File: config.mk
export PLATFORM = sky130hd
export DESIGN_NAME = scoreboard_top
export DESIGN_NICKNAME = d
export VERILOG_FILES = /design/src/hdl/sb_pkg.sv /design/src/hdl/inst_decoder.sv /design/src/hdl/reg_status.sv /design/src/hdl/fu_status.sv /design/src/hdl/issue_ctrl.sv /design/src/hdl/read_arbiter.sv /design/src/hdl/writeback_ctrl.sv /design/src/hdl/scoreboard_top.sv
export VERILOG_INCLUDE_DIRS = /design/src /design/src/hdl
export SDC_FILE = /design/constraint.sdc
export NUM_CORES = 1
export LEC_CHECK = 0
export BUFFER_PORTS_ARGS = -buffer_cell sky130_fd_sc_hd__buf_2
export CAP_MARGIN = 20
export CELL_PAD_IN_SITES_DETAIL_PLACEMENT = 1
export CELL_PAD_IN_SITES_GLOBAL_PLACEMENT = 1
export CORE_MARGIN = 1.5
export CORE_UTILIZATION = 30
export DETAILED_ROUTE_END_ITERATION = 10
export PLACE_DENSITY_LB_ADDON = 0.1
export SLEW_MARGIN = 20
export SYNTH_ARGS = -nofsm -noshare
export SYNTH_HDL_FRONTEND = slang
export SYNTH_HIERARCHICAL = 1
export SYNTH_SLANG_ARGS = --single-unit
export TNS_END_PERCENT = 50
File: constraint.sdc
create_clock -name clk -period 4.4 [get_ports clk]
set_input_delay 0 -clock clk [delete_from_list [all_inputs] [get_ports clk]]
set_output_delay 0 -clock clk [all_outputs]
set_load 0.005 [all_outputs]
File: src/hdl/sb_defs.svh
`ifndef SB_DEFS_SVH
`define SB_DEFS_SVH

// function units, numbered 1 to SB_NUM_FU
`define SB_NUM_FU 5

// architectural registers
`define SB_NUM_REGS 32
`define SB_REG_W 5

// unit id, 0 means none
`define SB_FU_W 3

// per-unit operation code
`define SB_OP_W 5

`define SB_INST_W 32

`endif

File: src/hdl/sb_pkg.sv
`include "sb_defs.svh"

package sb_pkg;

    typedef logic [`SB_REG_W-1:0] reg_idx_t;
    typedef logic [`SB_FU_W-1:0] fu_id_t;
    typedef logic [`SB_OP_W-1:0] op_code_t;
    typedef logic [`SB_INST_W-1:0] inst_t;

    localparam fu_id_t FU_NONE = fu_id_t'(0);
    localparam fu_id_t FU_ALU = fu_id_t'(1);
    localparam fu_id_t FU_MEM = fu_id_t'(2);
    localparam fu_id_t FU_MUL = fu_id_t'(3);
    localparam fu_id_t FU_DIV = fu_id_t'(4);
    localparam fu_id_t FU_JUMP = fu_id_t'(5);

    typedef struct packed {
        fu_id_t   fu;
        op_code_t op;
        reg_idx_t dst;
        reg_idx_t src1;
        reg_idx_t src2;
    } decoded_t;

    typedef struct packed {
        logic     busy;
        op_code_t op;
        reg_idx_t dst;
        reg_idx_t src1;
        reg_idx_t src2;
        fu_id_t   prod1;
        fu_id_t   prod2;
        logic     rdy1;
        logic     rdy2;
        logic     done;
    } fu_entry_t;

    typedef struct packed {
        fu_id_t   fu;
        op_code_t op;
        reg_idx_t rs1;
        reg_idx_t rs2;
    } ro_t;

    typedef struct packed {
        fu_id_t   fu;
        reg_idx_t rd;
    } wb_t;

    // fixed priority JUMP, ALU, MEM, MUL, DIV over a per-unit request vector
    function automatic logic [`SB_NUM_FU-1:0] prio_pick(input logic [`SB_NUM_FU-1:0] req);
        logic [`SB_NUM_FU-1:0] gnt;
        int idx;
        gnt = '0;
        for (int k = 0; k < `SB_NUM_FU; k++) begin
            // k = 0 maps to the jump unit, then ALU upwards
            idx = (k + `SB_NUM_FU - 1) % `SB_NUM_FU;
            if (req[idx] && gnt == '0) begin
                gnt[idx] = 1'b1;
            end
        end
        return gnt;
    endfunction

endpackage

File: src/hdl/inst_decoder.sv
`timescale 1ns/1ns
`include "sb_defs.svh"

module inst_decoder (
    input  sb_pkg::inst_t    inst,
    output sb_pkg::decoded_t dec
);

    localparam logic [6:0] OPC_R      = 7'b0110011;
    localparam logic [6:0] OPC_I      = 7'b0010011;
    localparam logic [6:0] OPC_LOAD   = 7'b0000011;
    localparam logic [6:0] OPC_STORE  = 7'b0100011;
    localparam logic [6:0] OPC_BRANCH = 7'b1100011;
    localparam logic [6:0] OPC_LUI    = 7'b0110111;
    localparam logic [6:0] OPC_AUIPC  = 7'b0010111;
    localparam logic [6:0] OPC_JAL    = 7'b1101111;
    localparam logic [6:0] OPC_JALR   = 7'b1100111;

    // op numbers indexed by funct3
    localparam sb_pkg::op_code_t R_ALU_OP [8] =
        '{5'd0, 5'd5, 5'd7, 5'd8, 5'd4, 5'd6, 5'd3, 5'd2};
    localparam sb_pkg::op_code_t I_ALU_OP [8] =
        '{5'd12, 5'd16, 5'd18, 5'd19, 5'd15, 5'd17, 5'd14, 5'd13};
    localparam sb_pkg::op_code_t LD_OP [8] =
        '{5'd0, 5'd1, 5'd2, 5'd0, 5'd3, 5'd4, 5'd0, 5'd0};
    localparam sb_pkg::op_code_t BR_OP [8] =
        '{5'd0, 5'd1, 5'd0, 5'd0, 5'd2, 5'd3, 5'd4, 5'd5};

    logic [6:0]       opcode;
    logic [2:0]       funct3;
    logic [6:0]       funct7;
    sb_pkg::fu_id_t   fu;
    sb_pkg::op_code_t op;
    logic             use_rd;
    logic             use_rs1;
    logic             use_rs2;
    logic             valid;

    assign opcode = inst[6:0];
    assign funct3 = inst[14:12];
    assign funct7 = inst[31:25];

    always_comb begin
        fu      = sb_pkg::FU_NONE;
        op      = '0;
        use_rd  = 1'b0;
        use_rs1 = 1'b0;
        use_rs2 = 1'b0;
        case (opcode)
            OPC_R: begin
                use_rd  = 1'b1;
                use_rs1 = 1'b1;
                use_rs2 = 1'b1;
                if (funct7 == 7'h01) begin
                    // upper half of funct3 selects divide
                    fu = funct3[2] ? sb_pkg::FU_DIV : sb_pkg::FU_MUL;
                    op = sb_pkg::op_code_t'(funct3[1:0]);
                end else if (funct7 == 7'h00) begin
                    fu = sb_pkg::FU_ALU;
                    op = R_ALU_OP[funct3];
                end else if (funct7 == 7'h20 && (funct3 == 3'd0 || funct3 == 3'd5)) begin
                    // sub / sra
                    fu = sb_pkg::FU_ALU;
                    op = funct3[2] ? 5'd9 : 5'd1;
                end
            end
            OPC_I: begin
                use_rd  = 1'b1;
                use_rs1 = 1'b1;
                if (funct3[1:0] != 2'b01 || funct7 == 7'h00) begin
                    fu = sb_pkg::FU_ALU;
                    op = I_ALU_OP[funct3];
                end else if (funct3 == 3'd5 && funct7 == 7'h20) begin
                    fu = sb_pkg::FU_ALU;
                    op = 5'd20;
                end
            end
            OPC_LOAD: begin
                use_rd  = 1'b1;
                use_rs1 = 1'b1;
                if (funct3 != 3'd3 && funct3 < 3'd6) begin
                    fu = sb_pkg::FU_MEM;
                    op = LD_OP[funct3];
                end
            end
            OPC_STORE: begin
                use_rs1 = 1'b1;
                use_rs2 = 1'b1;
                if (funct3 < 3'd3) begin
                    fu = sb_pkg::FU_MEM;
                    op = 5'd5 + funct3;
                end
            end
            OPC_BRANCH: begin
                use_rs1 = 1'b1;
                use_rs2 = 1'b1;
                if (funct3[2:1] != 2'b01) begin
                    fu = sb_pkg::FU_JUMP;
                    op = BR_OP[funct3];
                end
            end
            OPC_LUI: begin
                use_rd = 1'b1;
                fu     = sb_pkg::FU_ALU;
                op     = 5'd10;
            end
            OPC_AUIPC: begin
                use_rd = 1'b1;
                fu     = sb_pkg::FU_ALU;
                op     = 5'd11;
            end
            OPC_JAL: begin
                use_rd = 1'b1;
                fu     = sb_pkg::FU_JUMP;
                op     = 5'd6;
            end
            OPC_JALR: begin
                use_rd  = 1'b1;
                use_rs1 = 1'b1;
                if (funct3 == 3'd0) begin
                    fu = sb_pkg::FU_JUMP;
                    op = 5'd7;
                end
            end
            default: begin
                fu = sb_pkg::FU_NONE;
            end
        endcase
    end

    // unrecognised words carry no registers
    assign valid    = (fu != sb_pkg::FU_NONE);
    assign dec.fu   = fu;
    assign dec.op   = valid ? op : '0;
    assign dec.dst  = (valid && use_rd) ? inst[11:7] : '0;
    assign dec.src1 = (valid && use_rs1) ? inst[19:15] : '0;
    assign dec.src2 = (valid && use_rs2) ? inst[24:20] : '0;

endmodule

File: src/hdl/reg_status.sv
`timescale 1ns/1ns
`include "sb_defs.svh"

module reg_status (
    input  logic             clk,
    input  logic             rst,
    input  sb_pkg::reg_idx_t src1,
    input  sb_pkg::reg_idx_t src2,
    input  sb_pkg::reg_idx_t dst,
    output sb_pkg::fu_id_t   prod1,
    output sb_pkg::fu_id_t   prod2,
    output sb_pkg::fu_id_t   dst_prod,
    input  logic             issue_en,
    input  sb_pkg::fu_id_t   issue_fu,
    input  sb_pkg::fu_id_t   retire_fu,
    input  sb_pkg::reg_idx_t retire_rd
);

    // pending producer per register
    sb_pkg::fu_id_t prod_q [`SB_NUM_REGS];

    assign prod1    = prod_q[src1];
    assign prod2    = prod_q[src2];
    assign dst_prod = prod_q[dst];

    always_ff @(posedge clk or posedge rst) begin
        if (rst) begin
            for (int r = 0; r < `SB_NUM_REGS; r++) begin
                prod_q[r] <= sb_pkg::FU_NONE;
            end
        end else begin
            if (retire_fu != sb_pkg::FU_NONE) begin
                prod_q[retire_rd] <= sb_pkg::FU_NONE;
            end
            // WAW stall keeps issue and retire on different registers
            if (issue_en && dst != '0) begin
                prod_q[dst] <= issue_fu;
            end
        end
    end

    a_x0_never_pending: assert property (@(posedge clk) disable iff (rst)
        prod_q[0] == sb_pkg::FU_NONE);

endmodule

File: src/hdl/fu_status.sv
`timescale 1ns/1ns
`include "sb_defs.svh"

module fu_status #(
    parameter sb_pkg::fu_id_t FU_ID = sb_pkg::FU_ALU
) (
    input  logic              clk,
    input  logic              rst,
    input  logic              issue_en,
    input  sb_pkg::decoded_t  dec,
    input  sb_pkg::fu_id_t    prod1,
    input  sb_pkg::fu_id_t    prod2,
    input  logic              grant,
    input  logic              done,
    input  logic              retire,
    input  sb_pkg::fu_id_t    retire_fu,
    output sb_pkg::fu_entry_t entry
);

    sb_pkg::fu_entry_t entry_q;
    logic              load;
    logic              issue_rdy1;
    logic              issue_rdy2;
    logic              wake1;
    logic              wake2;

    assign load = issue_en && (dec.fu == FU_ID);

    // a producer retiring in the issue cycle counts as already written
    assign issue_rdy1 = (prod1 == sb_pkg::FU_NONE) || (prod1 == retire_fu);
    assign issue_rdy2 = (prod2 == sb_pkg::FU_NONE) || (prod2 == retire_fu);

    // RAW release from the write-back broadcast
    assign wake1 = (entry_q.prod1 != sb_pkg::FU_NONE) && (entry_q.prod1 == retire_fu);
    assign wake2 = (entry_q.prod2 != sb_pkg::FU_NONE) && (entry_q.prod2 == retire_fu);

    always_ff @(posedge clk or posedge rst) begin
        if (rst) begin
            entry_q <= '0;
        end else if (retire) begin
            entry_q <= '0;
        end else if (load) begin
            entry_q.busy  <= 1'b1;
            entry_q.op    <= dec.op;
            entry_q.dst   <= dec.dst;
            entry_q.src1  <= dec.src1;
            entry_q.src2  <= dec.src2;
            entry_q.prod1 <= issue_rdy1 ? sb_pkg::FU_NONE : prod1;
            entry_q.prod2 <= issue_rdy2 ? sb_pkg::FU_NONE : prod2;
            entry_q.rdy1  <= issue_rdy1;
            entry_q.rdy2  <= issue_rdy2;
            entry_q.done  <= 1'b0;
        end else begin
            if (grant) begin
                entry_q.rdy1 <= 1'b0;
                entry_q.rdy2 <= 1'b0;
            end
            // producer dropped so a later retire of that unit cannot wake it twice
            if (wake1) begin
                entry_q.rdy1  <= 1'b1;
                entry_q.prod1 <= sb_pkg::FU_NONE;
            end
            if (wake2) begin
                entry_q.rdy2  <= 1'b1;
                entry_q.prod2 <= sb_pkg::FU_NONE;
            end
            if (done) begin
                entry_q.done <= 1'b1;
            end
        end
    end

    assign entry = entry_q;

    a_done_when_busy: assert property (@(posedge clk) disable iff (rst)
        done |-> entry_q.busy);

    a_issue_to_free: assert property (@(posedge clk) disable iff (rst)
        load |-> !entry_q.busy);

endmodule

File: src/hdl/issue_ctrl.sv
`timescale 1ns/1ns
`include "sb_defs.svh"

module issue_ctrl (
    input  logic                  clk,
    input  logic                  rst,
    input  logic                  inst_valid,
    input  sb_pkg::decoded_t      dec,
    input  sb_pkg::fu_id_t        dst_prod,
    input  logic [`SB_NUM_FU-1:0] busy,
    input  logic                  jump_done,
    input  logic                  jump_taken,
    output logic                  inst_ready,
    output logic                  issue_en,
    output logic                  flush
);

    logic jump_stall_q;
    logic flush_q;
    logic unit_busy;
    logic waw;
    logic stall;

    // structural hazard on the target unit
    always_comb begin
        unit_busy = 1'b0;
        for (int i = 0; i < `SB_NUM_FU; i++) begin
            if (dec.fu == sb_pkg::fu_id_t'(i + 1)) begin
                unit_busy = busy[i];
            end
        end
    end

    assign waw   = (dec.dst != '0) && (dst_prod != sb_pkg::FU_NONE);
    assign stall = unit_busy || waw || jump_stall_q;

    // flush cycle swallows whatever is presented
    assign inst_ready = flush_q || !stall;
    assign issue_en   = inst_valid && !flush_q && !stall && (dec.fu != sb_pkg::FU_NONE);
    assign flush      = flush_q;

    always_ff @(posedge clk or posedge rst) begin
        if (rst) begin
            jump_stall_q <= 1'b0;
            flush_q      <= 1'b0;
        end else begin
            if (issue_en && dec.fu == sb_pkg::FU_JUMP) begin
                jump_stall_q <= 1'b1;
            end else if (jump_done) begin
                jump_stall_q <= 1'b0;
            end
            flush_q <= jump_done && jump_taken;
        end
    end

endmodule

File: src/hdl/read_arbiter.sv
`timescale 1ns/1ns
`include "sb_defs.svh"

module read_arbiter (
    input  sb_pkg::fu_entry_t [`SB_NUM_FU-1:0] entries,
    output logic [`SB_NUM_FU-1:0]              grant,
    output logic                               ro_valid,
    output sb_pkg::ro_t                        ro
);

    logic [`SB_NUM_FU-1:0] req;

    // both operands available and not yet read
    always_comb begin
        for (int i = 0; i < `SB_NUM_FU; i++) begin
            req[i] = entries[i].rdy1 && entries[i].rdy2;
        end
    end

    assign grant    = sb_pkg::prio_pick(req);
    assign ro_valid = |grant;

    always_comb begin
        ro = '0;
        for (int i = 0; i < `SB_NUM_FU; i++) begin
            if (grant[i]) begin
                ro.fu  = sb_pkg::fu_id_t'(i + 1);
                ro.op  = entries[i].op;
                ro.rs1 = entries[i].src1;
                ro.rs2 = entries[i].src2;
            end
        end
    end

    a_grant_onehot: assert final ($onehot0(grant));

endmodule

File: src/hdl/writeback_ctrl.sv
`timescale 1ns/1ns
`include "sb_defs.svh"

module writeback_ctrl (
    input  sb_pkg::fu_entry_t [`SB_NUM_FU-1:0] entries,
    output logic [`SB_NUM_FU-1:0]              retire,
    output sb_pkg::fu_id_t                     retire_fu,
    output logic                               wb_valid,
    output sb_pkg::wb_t                        wb
);

    logic [`SB_NUM_FU-1:0] qualified;

    // WAR check holds a finished unit while another entry has yet to read its rd
    always_comb begin
        qualified = '0;
        for (int i = 0; i < `SB_NUM_FU; i++) begin
            qualified[i] = entries[i].done;
            for (int j = 0; j < `SB_NUM_FU; j++) begin
                if (j != i && entries[j].busy &&
                    ((entries[j].rdy1 && entries[j].src1 == entries[i].dst) ||
                     (entries[j].rdy2 && entries[j].src2 == entries[i].dst))) begin
                    qualified[i] = 1'b0;
                end
            end
        end
    end

    // one retirement per cycle
    assign retire   = sb_pkg::prio_pick(qualified);
    assign wb_valid = |retire;

    always_comb begin
        retire_fu = sb_pkg::FU_NONE;
        wb        = '0;
        for (int i = 0; i < `SB_NUM_FU; i++) begin
            if (retire[i]) begin
                retire_fu = sb_pkg::fu_id_t'(i + 1);
                wb.fu     = sb_pkg::fu_id_t'(i + 1);
                wb.rd     = entries[i].dst;
            end
        end
    end

endmodule

File: src/hdl/scoreboard_top.sv
`timescale 1ns/1ns
`include "sb_defs.svh"

module scoreboard_top (
    input  logic                  clk,
    input  logic                  rst,
    input  sb_pkg::inst_t         inst,
    input  logic                  inst_valid,
    output logic                  inst_ready,
    input  logic [`SB_NUM_FU-1:0] fu_done,
    input  logic                  jump_taken,
    output logic                  ro_valid,
    output sb_pkg::ro_t           ro,
    output logic                  wb_valid,
    output sb_pkg::wb_t           wb,
    output logic                  flush
);

    sb_pkg::decoded_t                   dec;
    sb_pkg::fu_id_t                     prod1;
    sb_pkg::fu_id_t                     prod2;
    sb_pkg::fu_id_t                     dst_prod;
    logic                               issue_en;
    sb_pkg::fu_entry_t [`SB_NUM_FU-1:0] entries;
    logic [`SB_NUM_FU-1:0]              busy;
    logic [`SB_NUM_FU-1:0]              grant;
    logic [`SB_NUM_FU-1:0]              retire;
    sb_pkg::fu_id_t                     retire_fu;

    inst_decoder u_decoder (
        .inst (inst),
        .dec  (dec)
    );

    reg_status u_reg_status (
        .clk       (clk),
        .rst       (rst),
        .src1      (dec.src1),
        .src2      (dec.src2),
        .dst       (dec.dst),
        .prod1     (prod1),
        .prod2     (prod2),
        .dst_prod  (dst_prod),
        .issue_en  (issue_en),
        .issue_fu  (dec.fu),
        .retire_fu (retire_fu),
        .retire_rd (wb.rd)
    );

    // one status entry per unit, index i holds unit i + 1
    for (genvar i = 0; i < `SB_NUM_FU; i++) begin : g_fu
        fu_status #(
            .FU_ID (sb_pkg::fu_id_t'(i + 1))
        ) u_fu_status (
            .clk       (clk),
            .rst       (rst),
            .issue_en  (issue_en),
            .dec       (dec),
            .prod1     (prod1),
            .prod2     (prod2),
            .grant     (grant[i]),
            .done      (fu_done[i]),
            .retire    (retire[i]),
            .retire_fu (retire_fu),
            .entry     (entries[i])
        );
        assign busy[i] = entries[i].busy;
    end

    issue_ctrl u_issue_ctrl (
        .clk        (clk),
        .rst        (rst),
        .inst_valid (inst_valid),
        .dec        (dec),
        .dst_prod   (dst_prod),
        .busy       (busy),
        .jump_done  (fu_done[sb_pkg::FU_JUMP - 1]),
        .jump_taken (jump_taken),
        .inst_ready (inst_ready),
        .issue_en   (issue_en),
        .flush      (flush)
    );

    read_arbiter u_read_arbiter (
        .entries  (entries),
        .grant    (grant),
        .ro_valid (ro_valid),
        .ro       (ro)
    );

    writeback_ctrl u_writeback_ctrl (
        .entries   (entries),
        .retire    (retire),
        .retire_fu (retire_fu),
        .wb_valid  (wb_valid),
        .wb        (wb)
    );

endmodule

==> impl_metrics.ini <==
[status]
status = complete, no violations

[global_route]
grt_pass1_vias = 19530
grt_max_degree = 53
antenna_found_initial = 4
grt_overflow = 0
grt_pass1_wl_mm = 130.0
grt_usage = 0.2696

[power_and_ir_drop]
p_leak_uw = 0.01034
power.total_uw = 8009
peakVddDrop_mv = 0.2300
powerDensity_nw_per_um2 = 325.6

[sta]
period_needed_ns = 4.368
rsz0062_at_grt = true
holdWs_ns = 0.002043
worstMarginPinSlew_ns = 1.300
drv_slew = 0
fmax_ghz = 0.2289
skew_ns = 0.03357
maxSlewHeadroom = 0.1333
worst_slack_ns = 0.03167
post-route-period-util = 0.9928
setup_viol = 0
finalHoldViolations = 0

[finish]
fin_nets = 2488
final_core_util = 0.3964
drive_above_1_share = 0.2982
fillers = 7063
final_cell_mix = 365 x nand2_1, 280 x buf_4, 247 x dfrtp_1
regArea_um2 = 6207
layout_commonest_cell = nand2_1
multi_input_area_um2 = 12590
syn2layout_area_growth_pct = 29.92

[placed_design]
place_hpwl_mm = 64.33
dp_slack_ns = -0.6708
gp_congestion = 0.9009
portBuffers = 70

[worst_setup_path]
critPathCaptureType = register
cpMostUsedCell = buf_12
arrival_ns = 4.85
crit_buf_inv = 6
ff2ff_path_depth = 12
crit_family = simple AND/OR/NAND/NOR gates
cpPeakStageDelay_ns = 0.55
crit_chain = buf_6 > or4_4 > or2_4 > or2_4 > o211a_4 > buf_12 > a21oi_4 > mux4_2 > and3b_1 > a41oi_2 > nand4_1 > o32ai_4 > o211ai_2 > nor4b_4 > buf_4 > buf_6 > nor4bb_4 > buf_12 > buf_12 > nand2_1 > a21oi_1
cp.required_ns = 4.88
crit_cells = 21
critPathMaxFanout = 8
critPathLaunchType = input pin
crit_type = input pin to register
crit_path_top_delay_cell = mux4_2

[logic_synthesis]
syn_avg_cell_area_um2 = 8.772
syn_area_um2 = 18930
synth-seq-area-share = 0.3278
ys_warn_count = 6
ys_seq_elements = 248
syn_inst = 2158
synth_edf_count = 0
async_reset_ff_frac = 1.000
synth_ff_type = dfrtp_1
synth_cell_types = 90
syn_nets = 2204

[die]
num_io_pins = 71
rows = 91
die_y_um = 254.2
die_w_um = 254.2
core_area_um2 = 62050
start_util = 0.3051
die-area_um2 = 64620

[route]
drt-total-wl_mm = 89.00
wl_per_cell_um = 26.91
drc = 0
first_iter_violations = 1315
vias_per_cell = 5.676
drt_pass1_iterations = 5
vias = 18770
ant_nets = 0

[clock_network]
htreeDepth = 2
clk_pin_slew_ns = 0.06
clock_latency_ns = 0.56
cts_tree = built
cts_root_buffer = clkbuf_16
cts_sinks = 248
cts_buffers = 35
clk_path_buf_depth = 3

[worst_hold_path]
holdCritPathClass = input pin to register
whs_path_depth = 6

[run]
maxCapViolations = 0
-- synthesized netlist by cell type, types with 47 or more instances --
library cell    n  area [µm²]
a21oi_1       139       695.7
xnor2_1       103       902.1
o21ai_0        53       265.3
mux2i_1        47       470.5
clkbuf_1       87       326.6
dfrtp_1       248        6206
nand2_1       399        1498
nand3_1        69       345.3
mux4_2         62        1396
nor2_1        146       548.0
xor2_1        135        1182
o2bb2ai_1      81       709.4
-- timing repair --
item | in CTS | in global routing
buffers inserted | 0 | 29
cloned | 0 | 9
endpoints found under the setup margin | 13 | 243
resized for setup | 4 | 185
pin swaps | 0 | 70
hold buffers | 10 | 0
hold endpoints to repair | 215 | 0
-- path summary, 6_finish.rpt --
path,from,slack (ns),to
setup / recovery,inst[31],0.03,g_fu[1].u_fu_status/entry[28]
hold / removal,inst[20],0.002,g_fu[2].u_fu_status/entry[9]
setup reg to reg,g_fu[4].u_fu_status/entry[20],0.06,u_reg_status/prod_q[36]
hold reg to reg,g_fu[2].u_fu_status/entry[6],0.51,g_fu[2].u_fu_status/entry[6]
max in group asynchronous,rst,3.08,u_reg_status/prod_q[28]
min in group asynchronous,rst,0.01,u_issue_ctrl/jump_stall_q
-- worst min-delay path, cell delays in order --
cell     delay, ns
buf_2         0.10
nand3_1       0.09
a21oi_2       0.06
buf_12        0.16
nand2_4       0.06
a21oi_2       0.04
-- final cells by class --
cell class / count / share of cell area
Clock buffer: 53 / 0.04538
Inverter: 40 / 0.006206
Multi-Input combinational cell: 1711 / 0.5121
Clock inverter: 10 / 0.004375
Tap cell: 837 / 0.04258
Timing Repair Buffer: 406 / 0.1368
Antenna cell: 2 / 0.0002035
Sequential cell: 248 / 0.2524
-- metrics by stage --
stage | setup TNS, ns | area [µm²] | std cells
6_report | 0 | 24590 | 3307
5_1_grt | -3.030 | 24590 | 3305
4_1_cts | -0.04486 | 23490 | 3268
3_5_place_dp | -104.42 | 22150 | 3195
3_3_place_gp | -76.75 | 22150 | 3195
2_1_floorplan | -26.70 | 19250 | 2158
-- logic make-up after synthesis --
| logic type | count (synthesis) | share of synthesized area |
|---|---|---|
| flops | 248 | 0.3278 |
| simple gates | 865 | 0.2194 |
| mux | 122 | 0.1063 |
| fa+ha+maj | 5 | 0.003305 |
| buf+inv | 201 | 0.05294 |
| compound gates | 479 | 0.1801 |
| xor+xnor | 238 | 0.1101 |
-- routing by layer --
layer  routed length (µm)  GRT usage  vias to the layer above
li1                     -          -                     8365
met1                38440     0.3511                     9733
met2                43480     0.4587                      495
met3                 3604    0.02756                      175
met4                 3472     0.1058                        2
met5                   10          0                        -
-- power breakdown --
part	internal, µW	switching (µW)
clock network	1860	1150
logic	889	1630
registers	2340	136
-- flip-flops by register name, summed over array words and instances, names as in the netlist --
name                       count
u_reg_status/prod_q           96
g_fu.u_fu_status/entry       150
u_issue_ctrl/flush             1
u_issue_ctrl/jump_stall_q      1
(Power assumes the default switching activity.)
